`config.mk`:
```
export PLATFORM = sky130hd
export DESIGN_NAME = rv_core
export DESIGN_NICKNAME = d
export VERILOG_FILES = /design/src/hdl/rv_pkg.sv /design/src/hdl/rv_decode.sv /design/src/hdl/rv_regfile.sv /design/src/hdl/rv_alu.sv /design/src/hdl/rv_csr.sv /design/src/hdl/rv_core.sv
export VERILOG_INCLUDE_DIRS = /design/src /design/src/include
export SDC_FILE = /design/constraint.sdc
export NUM_CORES = 2
export LEC_CHECK = 0
export BUFFER_PORTS_ARGS = -buffer_cell sky130_fd_sc_hd__buf_2
export CORE_ASPECT_RATIO = 1.75
export CORE_MARGIN = 2
export CORE_UTILIZATION = 45
export DETAILED_ROUTE_END_ITERATION = 8
export PLACE_DENSITY_LB_ADDON = 0.3
export SYNTH_ARGS = -nofsm -noshare
export SYNTH_HDL_FRONTEND = slang
export SYNTH_HIERARCHICAL = 1
export SYNTH_SLANG_ARGS = --single-unit
export TNS_END_PERCENT = 1
```
`constraint.sdc`:
```
create_clock -name clk -period 15.1 [get_ports clk]
set_input_delay 4.53 -clock clk [delete_from_list [all_inputs] [get_ports clk]]
set_output_delay 4.53 -clock clk [all_outputs]
set_load 0.1 [all_outputs]
```
`src/include/rv_consts.svh`:
```
`ifndef RV_CONSTS_SVH
`define RV_CONSTS_SVH

// base opcodes, instr[6:0]
`define RV_OP_LUI       7'b0110111
`define RV_OP_AUIPC     7'b0010111
`define RV_OP_JAL       7'b1101111
`define RV_OP_JALR      7'b1100111
`define RV_OP_BRANCH    7'b1100011
`define RV_OP_LOAD      7'b0000011
`define RV_OP_STORE     7'b0100011
`define RV_OP_IMM       7'b0010011
`define RV_OP_REG       7'b0110011
`define RV_OP_SYSTEM    7'b1110011

// funct12 values under SYSTEM with funct3 == 0
`define RV_SYS_ECALL    12'h000
`define RV_SYS_MRET     12'h302

// machine-mode csr addresses
`define RV_CSR_MTVEC    12'h305
`define RV_CSR_MEPC     12'h341
`define RV_CSR_MCAUSE   12'h342

`define RV_CAUSE_ECALL_M 32'd11 // environment call from M-mode

`define RV_RESET_PC     32'h0000_0000

`endif

```
`src/hdl/rv_pkg.sv`:
```
`default_nettype none

package rv_pkg;

    typedef struct packed {
        logic [6:0] funct7;
        logic [4:0] rs2;
        logic [4:0] rs1;
        logic [2:0] funct3;
        logic [4:0] rd;
        logic [6:0] opcode;
    } r_fmt_t;

    typedef struct packed {
        logic [11:0] imm;
        logic [4:0]  rs1;
        logic [2:0]  funct3;
        logic [4:0]  rd;
        logic [6:0]  opcode;
    } i_fmt_t;

    typedef struct packed {
        logic [6:0] imm_hi;
        logic [4:0] rs2;
        logic [4:0] rs1;
        logic [2:0] funct3;
        logic [4:0] imm_lo;
        logic [6:0] opcode;
    } s_fmt_t;

    typedef struct packed {
        logic       imm_12;
        logic [5:0] imm_10_5;
        logic [4:0] rs2;
        logic [4:0] rs1;
        logic [2:0] funct3;
        logic [3:0] imm_4_1;
        logic       imm_11;
        logic [6:0] opcode;
    } b_fmt_t;

    typedef struct packed {
        logic [19:0] imm;
        logic [4:0]  rd;
        logic [6:0]  opcode;
    } u_fmt_t;

    typedef struct packed {
        logic       imm_20;
        logic [9:0] imm_10_1;
        logic       imm_11;
        logic [7:0] imm_19_12;
        logic [4:0] rd;
        logic [6:0] opcode;
    } j_fmt_t;

    // one fetched word, viewed per format
    typedef union packed {
        r_fmt_t      r;
        i_fmt_t      i;
        s_fmt_t      s;
        b_fmt_t      b;
        u_fmt_t      u;
        j_fmt_t      j;
        logic [31:0] raw;
    } instr_u;

    typedef enum logic [3:0] {
        ALU_ADD, ALU_SUB, ALU_SLL, ALU_SLT, ALU_SLTU, ALU_XOR,
        ALU_SRL, ALU_SRA, ALU_OR, ALU_AND, ALU_PASS_B
    } alu_op_e;

    typedef struct packed {
        alu_op_e    alu_op;
        logic       a_sel;   // 0 rs1, 1 pc
        logic [1:0] b_sel;   // rs2, imm, csr, zero
        logic [1:0] wb_sel;  // alu, pc+4, load, csr old
        logic       rd_we;
        logic [2:0] br_type; // funct3 coding, 3'b010 = none
        logic       jump;
        logic       mem_re;
        logic       mem_we;
        logic       csr_we;
        logic       csr_set;
        logic       ecall;
        logic       mret;
    } ctrl_t;

    typedef struct packed {
        logic [31:0] addr;
        logic [31:0] wdata;
        logic        re;
        logic        we;
    } dmem_req_t;

endpackage

`default_nettype wire

```
`src/hdl/rv_decode.sv`:
```
`default_nettype none

`include "rv_consts.svh"

module rv_decode (
    input  rv_pkg::instr_u instr,
    output rv_pkg::ctrl_t  ctrl,
    output logic [31:0]    imm
);

    localparam logic [2:0] BR_NONE = 3'b010; // funct3 not used by any branch

    localparam logic [1:0] B_RS2  = 2'd0;
    localparam logic [1:0] B_IMM  = 2'd1;
    localparam logic [1:0] B_ZERO = 2'd3;

    localparam logic [1:0] WB_PC4  = 2'd1;
    localparam logic [1:0] WB_LOAD = 2'd2;
    localparam logic [1:0] WB_CSR  = 2'd3;

    // shared by OP and OP-IMM; alt picks SUB / SRA
    function automatic rv_pkg::alu_op_e alu_from_f3(input logic [2:0] f3, input logic alt);
        case (f3)
            3'b000:  return alt ? rv_pkg::ALU_SUB : rv_pkg::ALU_ADD;
            3'b001:  return rv_pkg::ALU_SLL;
            3'b010:  return rv_pkg::ALU_SLT;
            3'b011:  return rv_pkg::ALU_SLTU;
            3'b100:  return rv_pkg::ALU_XOR;
            3'b101:  return alt ? rv_pkg::ALU_SRA : rv_pkg::ALU_SRL;
            3'b110:  return rv_pkg::ALU_OR;
            default: return rv_pkg::ALU_AND;
        endcase
    endfunction

    always_comb begin
        case (instr.r.opcode)
            `RV_OP_LUI, `RV_OP_AUIPC:
                imm = {instr.u.imm, 12'b0};
            `RV_OP_JAL:
                imm = {{11{instr.j.imm_20}}, instr.j.imm_20, instr.j.imm_19_12,
                       instr.j.imm_11, instr.j.imm_10_1, 1'b0};
            `RV_OP_BRANCH:
                imm = {{19{instr.b.imm_12}}, instr.b.imm_12, instr.b.imm_11,
                       instr.b.imm_10_5, instr.b.imm_4_1, 1'b0};
            `RV_OP_STORE:
                imm = {{20{instr.s.imm_hi[6]}}, instr.s.imm_hi, instr.s.imm_lo};
            `RV_OP_JALR, `RV_OP_LOAD, `RV_OP_IMM, `RV_OP_SYSTEM:
                imm = {{20{instr.i.imm[11]}}, instr.i.imm};
            default:
                imm = 32'h0;
        endcase
    end

    always_comb begin
        ctrl         = '0; // unknown opcode ends up here, no writes
        ctrl.alu_op  = rv_pkg::ALU_ADD;
        ctrl.br_type = BR_NONE;
        case (instr.r.opcode)
            `RV_OP_LUI: begin
                ctrl.b_sel  = B_IMM;
                ctrl.alu_op = rv_pkg::ALU_PASS_B;
                ctrl.rd_we  = 1'b1;
            end
            `RV_OP_AUIPC: begin
                ctrl.a_sel = 1'b1;
                ctrl.b_sel = B_IMM;
                ctrl.rd_we = 1'b1;
            end
            `RV_OP_JAL, `RV_OP_JALR: begin
                ctrl.a_sel  = (instr.r.opcode == `RV_OP_JAL); // jalr is rs1 relative
                ctrl.b_sel  = B_IMM;
                ctrl.wb_sel = WB_PC4;
                ctrl.rd_we  = 1'b1;
                ctrl.jump   = 1'b1;
            end
            `RV_OP_BRANCH: begin
                ctrl.a_sel = 1'b1; // target = pc + imm
                ctrl.b_sel = B_IMM;
                if (instr.b.funct3[2:1] != 2'b01)
                    ctrl.br_type = instr.b.funct3;
            end
            `RV_OP_LOAD: begin
                ctrl.b_sel = B_IMM;
                if (instr.i.funct3 == 3'b010) begin // LW only
                    ctrl.wb_sel = WB_LOAD;
                    ctrl.mem_re = 1'b1;
                    ctrl.rd_we  = 1'b1;
                end
            end
            `RV_OP_STORE: begin
                ctrl.b_sel  = B_IMM;
                ctrl.mem_we = (instr.s.funct3 == 3'b010);
            end
            `RV_OP_IMM: begin
                ctrl.b_sel  = B_IMM;
                ctrl.alu_op = alu_from_f3(instr.i.funct3,
                                          (instr.i.funct3 == 3'b101) & instr.r.funct7[5]);
                ctrl.rd_we  = 1'b1;
            end
            `RV_OP_REG: begin
                ctrl.b_sel  = B_RS2;
                ctrl.alu_op = alu_from_f3(instr.r.funct3, instr.r.funct7[5]);
                ctrl.rd_we  = 1'b1;
            end
            `RV_OP_SYSTEM: begin
                case (instr.i.funct3)
                    3'b001: begin // csrrw, alu passes rs1
                        ctrl.b_sel  = B_ZERO;
                        ctrl.alu_op = rv_pkg::ALU_OR;
                        ctrl.wb_sel = WB_CSR;
                        ctrl.rd_we  = 1'b1;
                        ctrl.csr_we = 1'b1;
                    end
                    3'b010: begin // csrrs, csr unit ors rs1 in
                        ctrl.b_sel   = B_ZERO;
                        ctrl.alu_op  = rv_pkg::ALU_OR;
                        ctrl.wb_sel  = WB_CSR;
                        ctrl.rd_we   = 1'b1;
                        ctrl.csr_we  = 1'b1;
                        ctrl.csr_set = 1'b1;
                    end
                    3'b000: begin
                        ctrl.ecall = (instr.i.imm == `RV_SYS_ECALL);
                        ctrl.mret  = (instr.i.imm == `RV_SYS_MRET);
                    end
                    default: ;
                endcase
            end
            default: ;
        endcase
    end

endmodule

`default_nettype wire

```
`src/hdl/rv_regfile.sv`:
```
`default_nettype none

module rv_regfile (
    input  logic        clk,
    input  logic [4:0]  rs1_addr,
    input  logic [4:0]  rs2_addr,
    input  logic [4:0]  rd_addr,
    input  logic [31:0] rd_data,
    input  logic        we,
    output logic [31:0] rs1_data,
    output logic [31:0] rs2_data
);

    logic [31:0] regs [32]; // regs[0] is never written

    always_ff @(posedge clk) begin
        if (we && rd_addr != 5'd0)
            regs[rd_addr] <= rd_data;
    end

    assign rs1_data = (rs1_addr == 5'd0) ? 32'h0 : regs[rs1_addr];
    assign rs2_data = (rs2_addr == 5'd0) ? 32'h0 : regs[rs2_addr];

endmodule

`default_nettype wire

```
`src/hdl/rv_alu.sv`:
```
`default_nettype none

module rv_alu (
    input  logic [31:0]     a,
    input  logic [31:0]     b,
    input  rv_pkg::alu_op_e op,
    input  logic [31:0]     rs1_data,
    input  logic [31:0]     rs2_data,
    input  logic [2:0]      br_type,
    output logic [31:0]     result,
    output logic            br_taken
);

    logic [4:0] shamt;

    assign shamt = b[4:0];

    always_comb begin
        case (op)
            rv_pkg::ALU_ADD:    result = a + b;
            rv_pkg::ALU_SUB:    result = a - b;
            rv_pkg::ALU_SLL:    result = a << shamt;
            rv_pkg::ALU_SLT:    result = {31'b0, $signed(a) < $signed(b)};
            rv_pkg::ALU_SLTU:   result = {31'b0, a < b};
            rv_pkg::ALU_XOR:    result = a ^ b;
            rv_pkg::ALU_SRL:    result = a >> shamt;
            rv_pkg::ALU_SRA:    result = $unsigned($signed(a) >>> shamt);
            rv_pkg::ALU_OR:     result = a | b;
            rv_pkg::ALU_AND:    result = a & b;
            rv_pkg::ALU_PASS_B: result = b;
            default:            result = 32'h0;
        endcase
    end

    // branch compare works on the register values, not the alu operands
    always_comb begin
        case (br_type)
            3'b000:  br_taken = (rs1_data == rs2_data);
            3'b001:  br_taken = (rs1_data != rs2_data);
            3'b100:  br_taken = ($signed(rs1_data) <  $signed(rs2_data));
            3'b101:  br_taken = ($signed(rs1_data) >= $signed(rs2_data));
            3'b110:  br_taken = (rs1_data <  rs2_data);
            3'b111:  br_taken = (rs1_data >= rs2_data);
            default: br_taken = 1'b0; // no branch
        endcase
    end

endmodule

`default_nettype wire

```
`src/hdl/rv_csr.sv`:
```
`default_nettype none

`include "rv_consts.svh"

module rv_csr (
    input  logic           clk,
    input  logic           arst_n,
    input  rv_pkg::instr_u instr,
    input  rv_pkg::ctrl_t  ctrl,
    input  logic [31:0]    pc,
    input  logic [31:0]    wdata,
    output logic [31:0]    csr_rdata,
    output logic [31:0]    trap_pc
);

    logic [31:0] mtvec;
    logic [31:0] mepc;
    logic [31:0] mcause;
    logic [11:0] addr;
    logic [31:0] new_val;

    assign addr = instr.i.imm;

    always_comb begin
        case (addr)
            `RV_CSR_MTVEC:  csr_rdata = mtvec;
            `RV_CSR_MEPC:   csr_rdata = mepc;
            `RV_CSR_MCAUSE: csr_rdata = mcause;
            default:        csr_rdata = 32'h0; // unimplemented csr
        endcase
    end

    assign new_val = ctrl.csr_set ? (csr_rdata | wdata) : wdata;

    always_ff @(posedge clk or negedge arst_n) begin
        if (!arst_n) begin
            mtvec  <= 32'h0;
            mepc   <= 32'h0;
            mcause <= 32'h0;
        end else if (ctrl.ecall) begin
            mepc   <= pc;
            mcause <= `RV_CAUSE_ECALL_M;
        end else if (ctrl.csr_we) begin
            case (addr)
                `RV_CSR_MTVEC:  mtvec  <= new_val;
                `RV_CSR_MEPC:   mepc   <= new_val;
                `RV_CSR_MCAUSE: mcause <= new_val;
                default: ;
            endcase
        end
    end

    // direct mode only, mode bits of mtvec ignored
    assign trap_pc = ctrl.mret ? mepc : {mtvec[31:2], 2'b00};

endmodule

`default_nettype wire

```
`src/hdl/rv_core.sv`:
```
`default_nettype none

`include "rv_consts.svh"

module rv_core (
    input  logic              clk,
    input  logic              arst_n,
    output logic [31:0]       imem_addr,
    input  logic [31:0]       imem_rdata,
    output rv_pkg::dmem_req_t dmem_req,
    input  logic [31:0]       dmem_rdata,
    output logic [31:0]       pc
);

    rv_pkg::instr_u instr;
    rv_pkg::ctrl_t  ctrl;
    logic [31:0]    imm;
    logic [31:0]    rs1_data, rs2_data;
    logic [31:0]    alu_a, alu_b, alu_result;
    logic           br_taken;
    logic [31:0]    csr_rdata, trap_pc;
    logic [31:0]    pc_plus4, wb_data, pc_next;

    assign imem_addr = pc;
    assign instr.raw = imem_rdata;
    assign pc_plus4  = pc + 32'd4;

    rv_decode u_decode (.instr(instr), .ctrl(ctrl), .imm(imm));

    rv_regfile u_regfile (
        .clk(clk),
        .rs1_addr(instr.r.rs1),
        .rs2_addr(instr.r.rs2),
        .rd_addr(instr.r.rd),
        .rd_data(wb_data),
        .we(ctrl.rd_we),
        .rs1_data(rs1_data),
        .rs2_data(rs2_data)
    );

    assign alu_a = ctrl.a_sel ? pc : rs1_data;

    always_comb begin
        case (ctrl.b_sel)
            2'd0:    alu_b = rs2_data;
            2'd1:    alu_b = imm;
            default: alu_b = 32'h0;
        endcase
    end

    rv_alu u_alu (
        .a(alu_a), .b(alu_b), .op(ctrl.alu_op),
        .rs1_data(rs1_data), .rs2_data(rs2_data), .br_type(ctrl.br_type),
        .result(alu_result), .br_taken(br_taken)
    );

    rv_csr u_csr (
        .clk(clk), .arst_n(arst_n), .instr(instr), .ctrl(ctrl), .pc(pc),
        .wdata(alu_result), .csr_rdata(csr_rdata), .trap_pc(trap_pc)
    );

    always_comb begin
        case (ctrl.wb_sel)
            2'd0:    wb_data = alu_result;
            2'd1:    wb_data = pc_plus4;   // link
            2'd2:    wb_data = dmem_rdata;
            default: wb_data = csr_rdata;  // old csr value
        endcase
    end

    assign dmem_req.addr  = alu_result;
    assign dmem_req.wdata = rs2_data;
    assign dmem_req.re    = ctrl.mem_re & arst_n;
    assign dmem_req.we    = ctrl.mem_we & arst_n;

    always_comb begin
        if (ctrl.ecall || ctrl.mret)
            pc_next = trap_pc;
        else if (ctrl.jump || br_taken)
            pc_next = {alu_result[31:1], 1'b0};
        else
            pc_next = pc_plus4;
    end

    always_ff @(posedge clk or negedge arst_n) begin
        if (!arst_n)
            pc <= `RV_RESET_PC;
        else
            pc <= pc_next;
    end

endmodule

`default_nettype wire

```
==> metrics.yaml <==
clock_tree.root_cell: "clkbuf_16"
skew_ps: 59.7
synth_cell_types: 110
clk_pin_slew_ps: 60
path_buf_inv: 8
hpwl_mm: 211
path_cells: "buf_8 -> buf_4 -> nor2_4 -> and3_2 -> buf_12 -> a211oi_4 -> mux2i_1 -> nor2_1 -> inv_1 -> ha_1 -> buf_4 -> a21oi_1 -> o21a_2 -> a2bb2oi_1 -> a21oi_1 -> buf_4 -> a2111oi_1 -> buf_4 -> or2_2 -> o221ai_1 -> or3_1 -> a21o_1 -> buf_2"
timing.critical_path.from_type: "input port"
ys_warn_count: 6
arrival_ps: 10560
core_sq_um: 150000
start_util: 0.453
powerDensity_nw_per_um2: 136
async_flop_share: 0.111
vias: 54015
crit_top_cell: "buf_4"
cts_buffer_depth: 3
grt-ovfl-total: 0
ys_top_cells_by_area: "edfxtp_1 (45%), mux4_2 (11%), mux2i_1 (6.1%), dfrtp_1 (4.7%), mux2_2 (2.6%)"
layout_min_cycle_time_ps: 15090
final_hold_viol_count: 0
hold-worst-slack_ps: 488
grtUsageTotal: 0.388
rsz0062_at_grt: "true"
drv_cap: 0
clk_latency_ps: 790
yosys-top-cells-count: "edfxtp_1 (1024), mux2i_1 (412), mux4_2 (344)"
setup_viol: 0
drc: 0
cts_tree: "built"
status: "complete, no violations"
critPathKind: "in -> out"
die_w_microns: 297
grt_pass1_vias: 53660
wl_mm: 303
grt_max_degree: 89
synth_top_area_share: 0.453
syn_inst: 5193
yosysSeqAreaShare: 0.501
synth_edf_count: 1024
dieArea_sq_um: 154000
drtPass1Iterations: 6
drv_slew: 0
path_max_fanout: 37
place_inst: 7439
avgSynthCellArea_sq_um: 13.1
peakVddDrop_mv: 0.167
synth_area_leader_cell: "edfxtp_1"
area_growth_pct: 14.9
drive_gt1_frac: 0.274
ant_nets: 0
crit_slowest_cell: "a211oi_4"
n_fill_cell: 12673
fin_cells: 7644
tightest_slew_ps: 1420
place.gp.congestion: 1.10
cts_inserted_buffers: 104
boundaryPins: 196
yosysMostFrequentCell: "edfxtp_1"
relSlewSlack: 0.0470
power_leakage_uw: 0.0282
post_cts_buffers: 0
grt_pass1_wl_mm: 416
end_kind: "output port"
io_buffers: 195
post_drt_via_cell_ratio: 7.07
antenna_found_initial: 33
drt_iter0_markers: 7280
min_path_type: "reg -> reg"
netlist_area_sq_um: 67800
ys_seq_elements: 1152
fmax_mhz: 66.3
rows: 188
h-tree-depth: 3
clock_sinks: 1152
ys_dominant_reg_cell: "edfxtp_1"
max_stage_delay_ps: 400
avgRoutedWirePerCell_microns: 39.7
final_nets: 5750
worstPathRequired_ps: 10570
crit_family: "compound AO/OA/AOI/OAI gates"
fp.dieH_microns: 518
finalCritPeriodShare: 1.00
[final cells by class]
type                    count  area (sq um)  share of cell area
flip-flops and latches   1152         34000               0.436
multi-input cells        3467         31900               0.409
repair buffers            676          5580              0.0716
clock buffers             124          2700              0.0346
well taps                1995          2500              0.0320
clock inverters            68           728             0.00935
inverters                 151           568             0.00729
diodes                     11          27.5            0.000353
[sequential cells by signal, indices dropped and copies added, names as in the netlist]
signal          count
imem_addr          32
u_csr/mtvec        32
u_regfile/regs   1024
u_csr/mcause       32
u_csr/mepc         32
[layer usage]
metal  vias up  part of all wire  global-route usage  wire length (microns)
met5         -           0.00070                   0                    212
met4        34              0.12               0.385                  37000
met3      1419             0.092              0.0905                  27900
met2      3934              0.48               0.638                 145000
met1     27123              0.31               0.400                  93300
li1      21505                 -                   -                      -
[worst min-delay path: stages (launching register included)]
cell and delay (ps):
dfrtp_1 340, nand2_1 50, o21ai_1 60
[through the flow]
stage	power (uW)	area (sq um)	util	worst slack, ps	setup TNS, ps
final	10600	77900	0.520	7.22	0
after global placement	7760	74300	0.496	-264	-623
after detailed placement	7790	74300	0.496	-211	-608
after floorplan	6340	68100	-	-780	-9910
after CTS	10500	77800	0.519	11.7	0
after global routing	10800	77900	0.520	-56.3	-56.3
[cell families (layout without fill, tap and decap cells)]
family,count (synthesis),in the layout,synth area share
other,1,43,0.0000553
AO/OA/AOI/OAI,1270,1270,0.132
adder cells (fa/ha/maj),132,132,0.0246
multiplexers,965,965,0.222
XOR/XNOR,28,28,0.00362
buffers and inverters,605,1019,0.0428
AND/OR/NAND/NOR,1040,1040,0.0743
flip-flops,1152,1152,0.501
[cell usage in the layout, fill, tap and decap left out, types with 74 or more instances in the layout]
cell type and count:
inv_1 146, nor2_1 272, a22oi_1 149, edfxtp_1 1024
mux4_2 344, mux2i_1 412, a21oi_1 259, nand2_1 324
o221ai_1 74, ha_1 130, clkbuf_16 105, buf_4 440
buf_2 158, nand3_1 83, o21ai_0 184, mux2_2 155
dfrtp_1 128
[report_power, final]
| group | internal (uW) | switching, uW |
|---|---|---|
| sequential | 3900 | 152 |
| combinational | 1030 | 2770 |
| clock | 1470 | 1250 |
| total | 6410 | 4180 |
[timing repair]
action | in CTS | in global routing
hold buffers | 0 | 0
setup endpoints to repair | 7 | 11
resized for setup | 3 | 17
[path summary, 6_finish.rpt]
kind                                  startpoint                      to  slack (ps)  cells past startpoint
setup / recovery                  imem_rdata[20]            dmem_req[62]           7                     23
hold / removal                  u_csr/mcause[21]        u_csr/mcause[21]         490                      2
setup reg to reg           u_regfile/regs[26][9]  u_regfile/regs[15][21]        8340                     20
hold reg to reg                 u_csr/mcause[21]        u_csr/mcause[21]         490                      2
max in group asynchronous                 arst_n         u_csr/mcause[4]       10470                      2
min in group asynchronous                 arst_n        u_csr/mcause[18]        3780                      1
No activity file was read; power rests on OpenSTA's default activity.
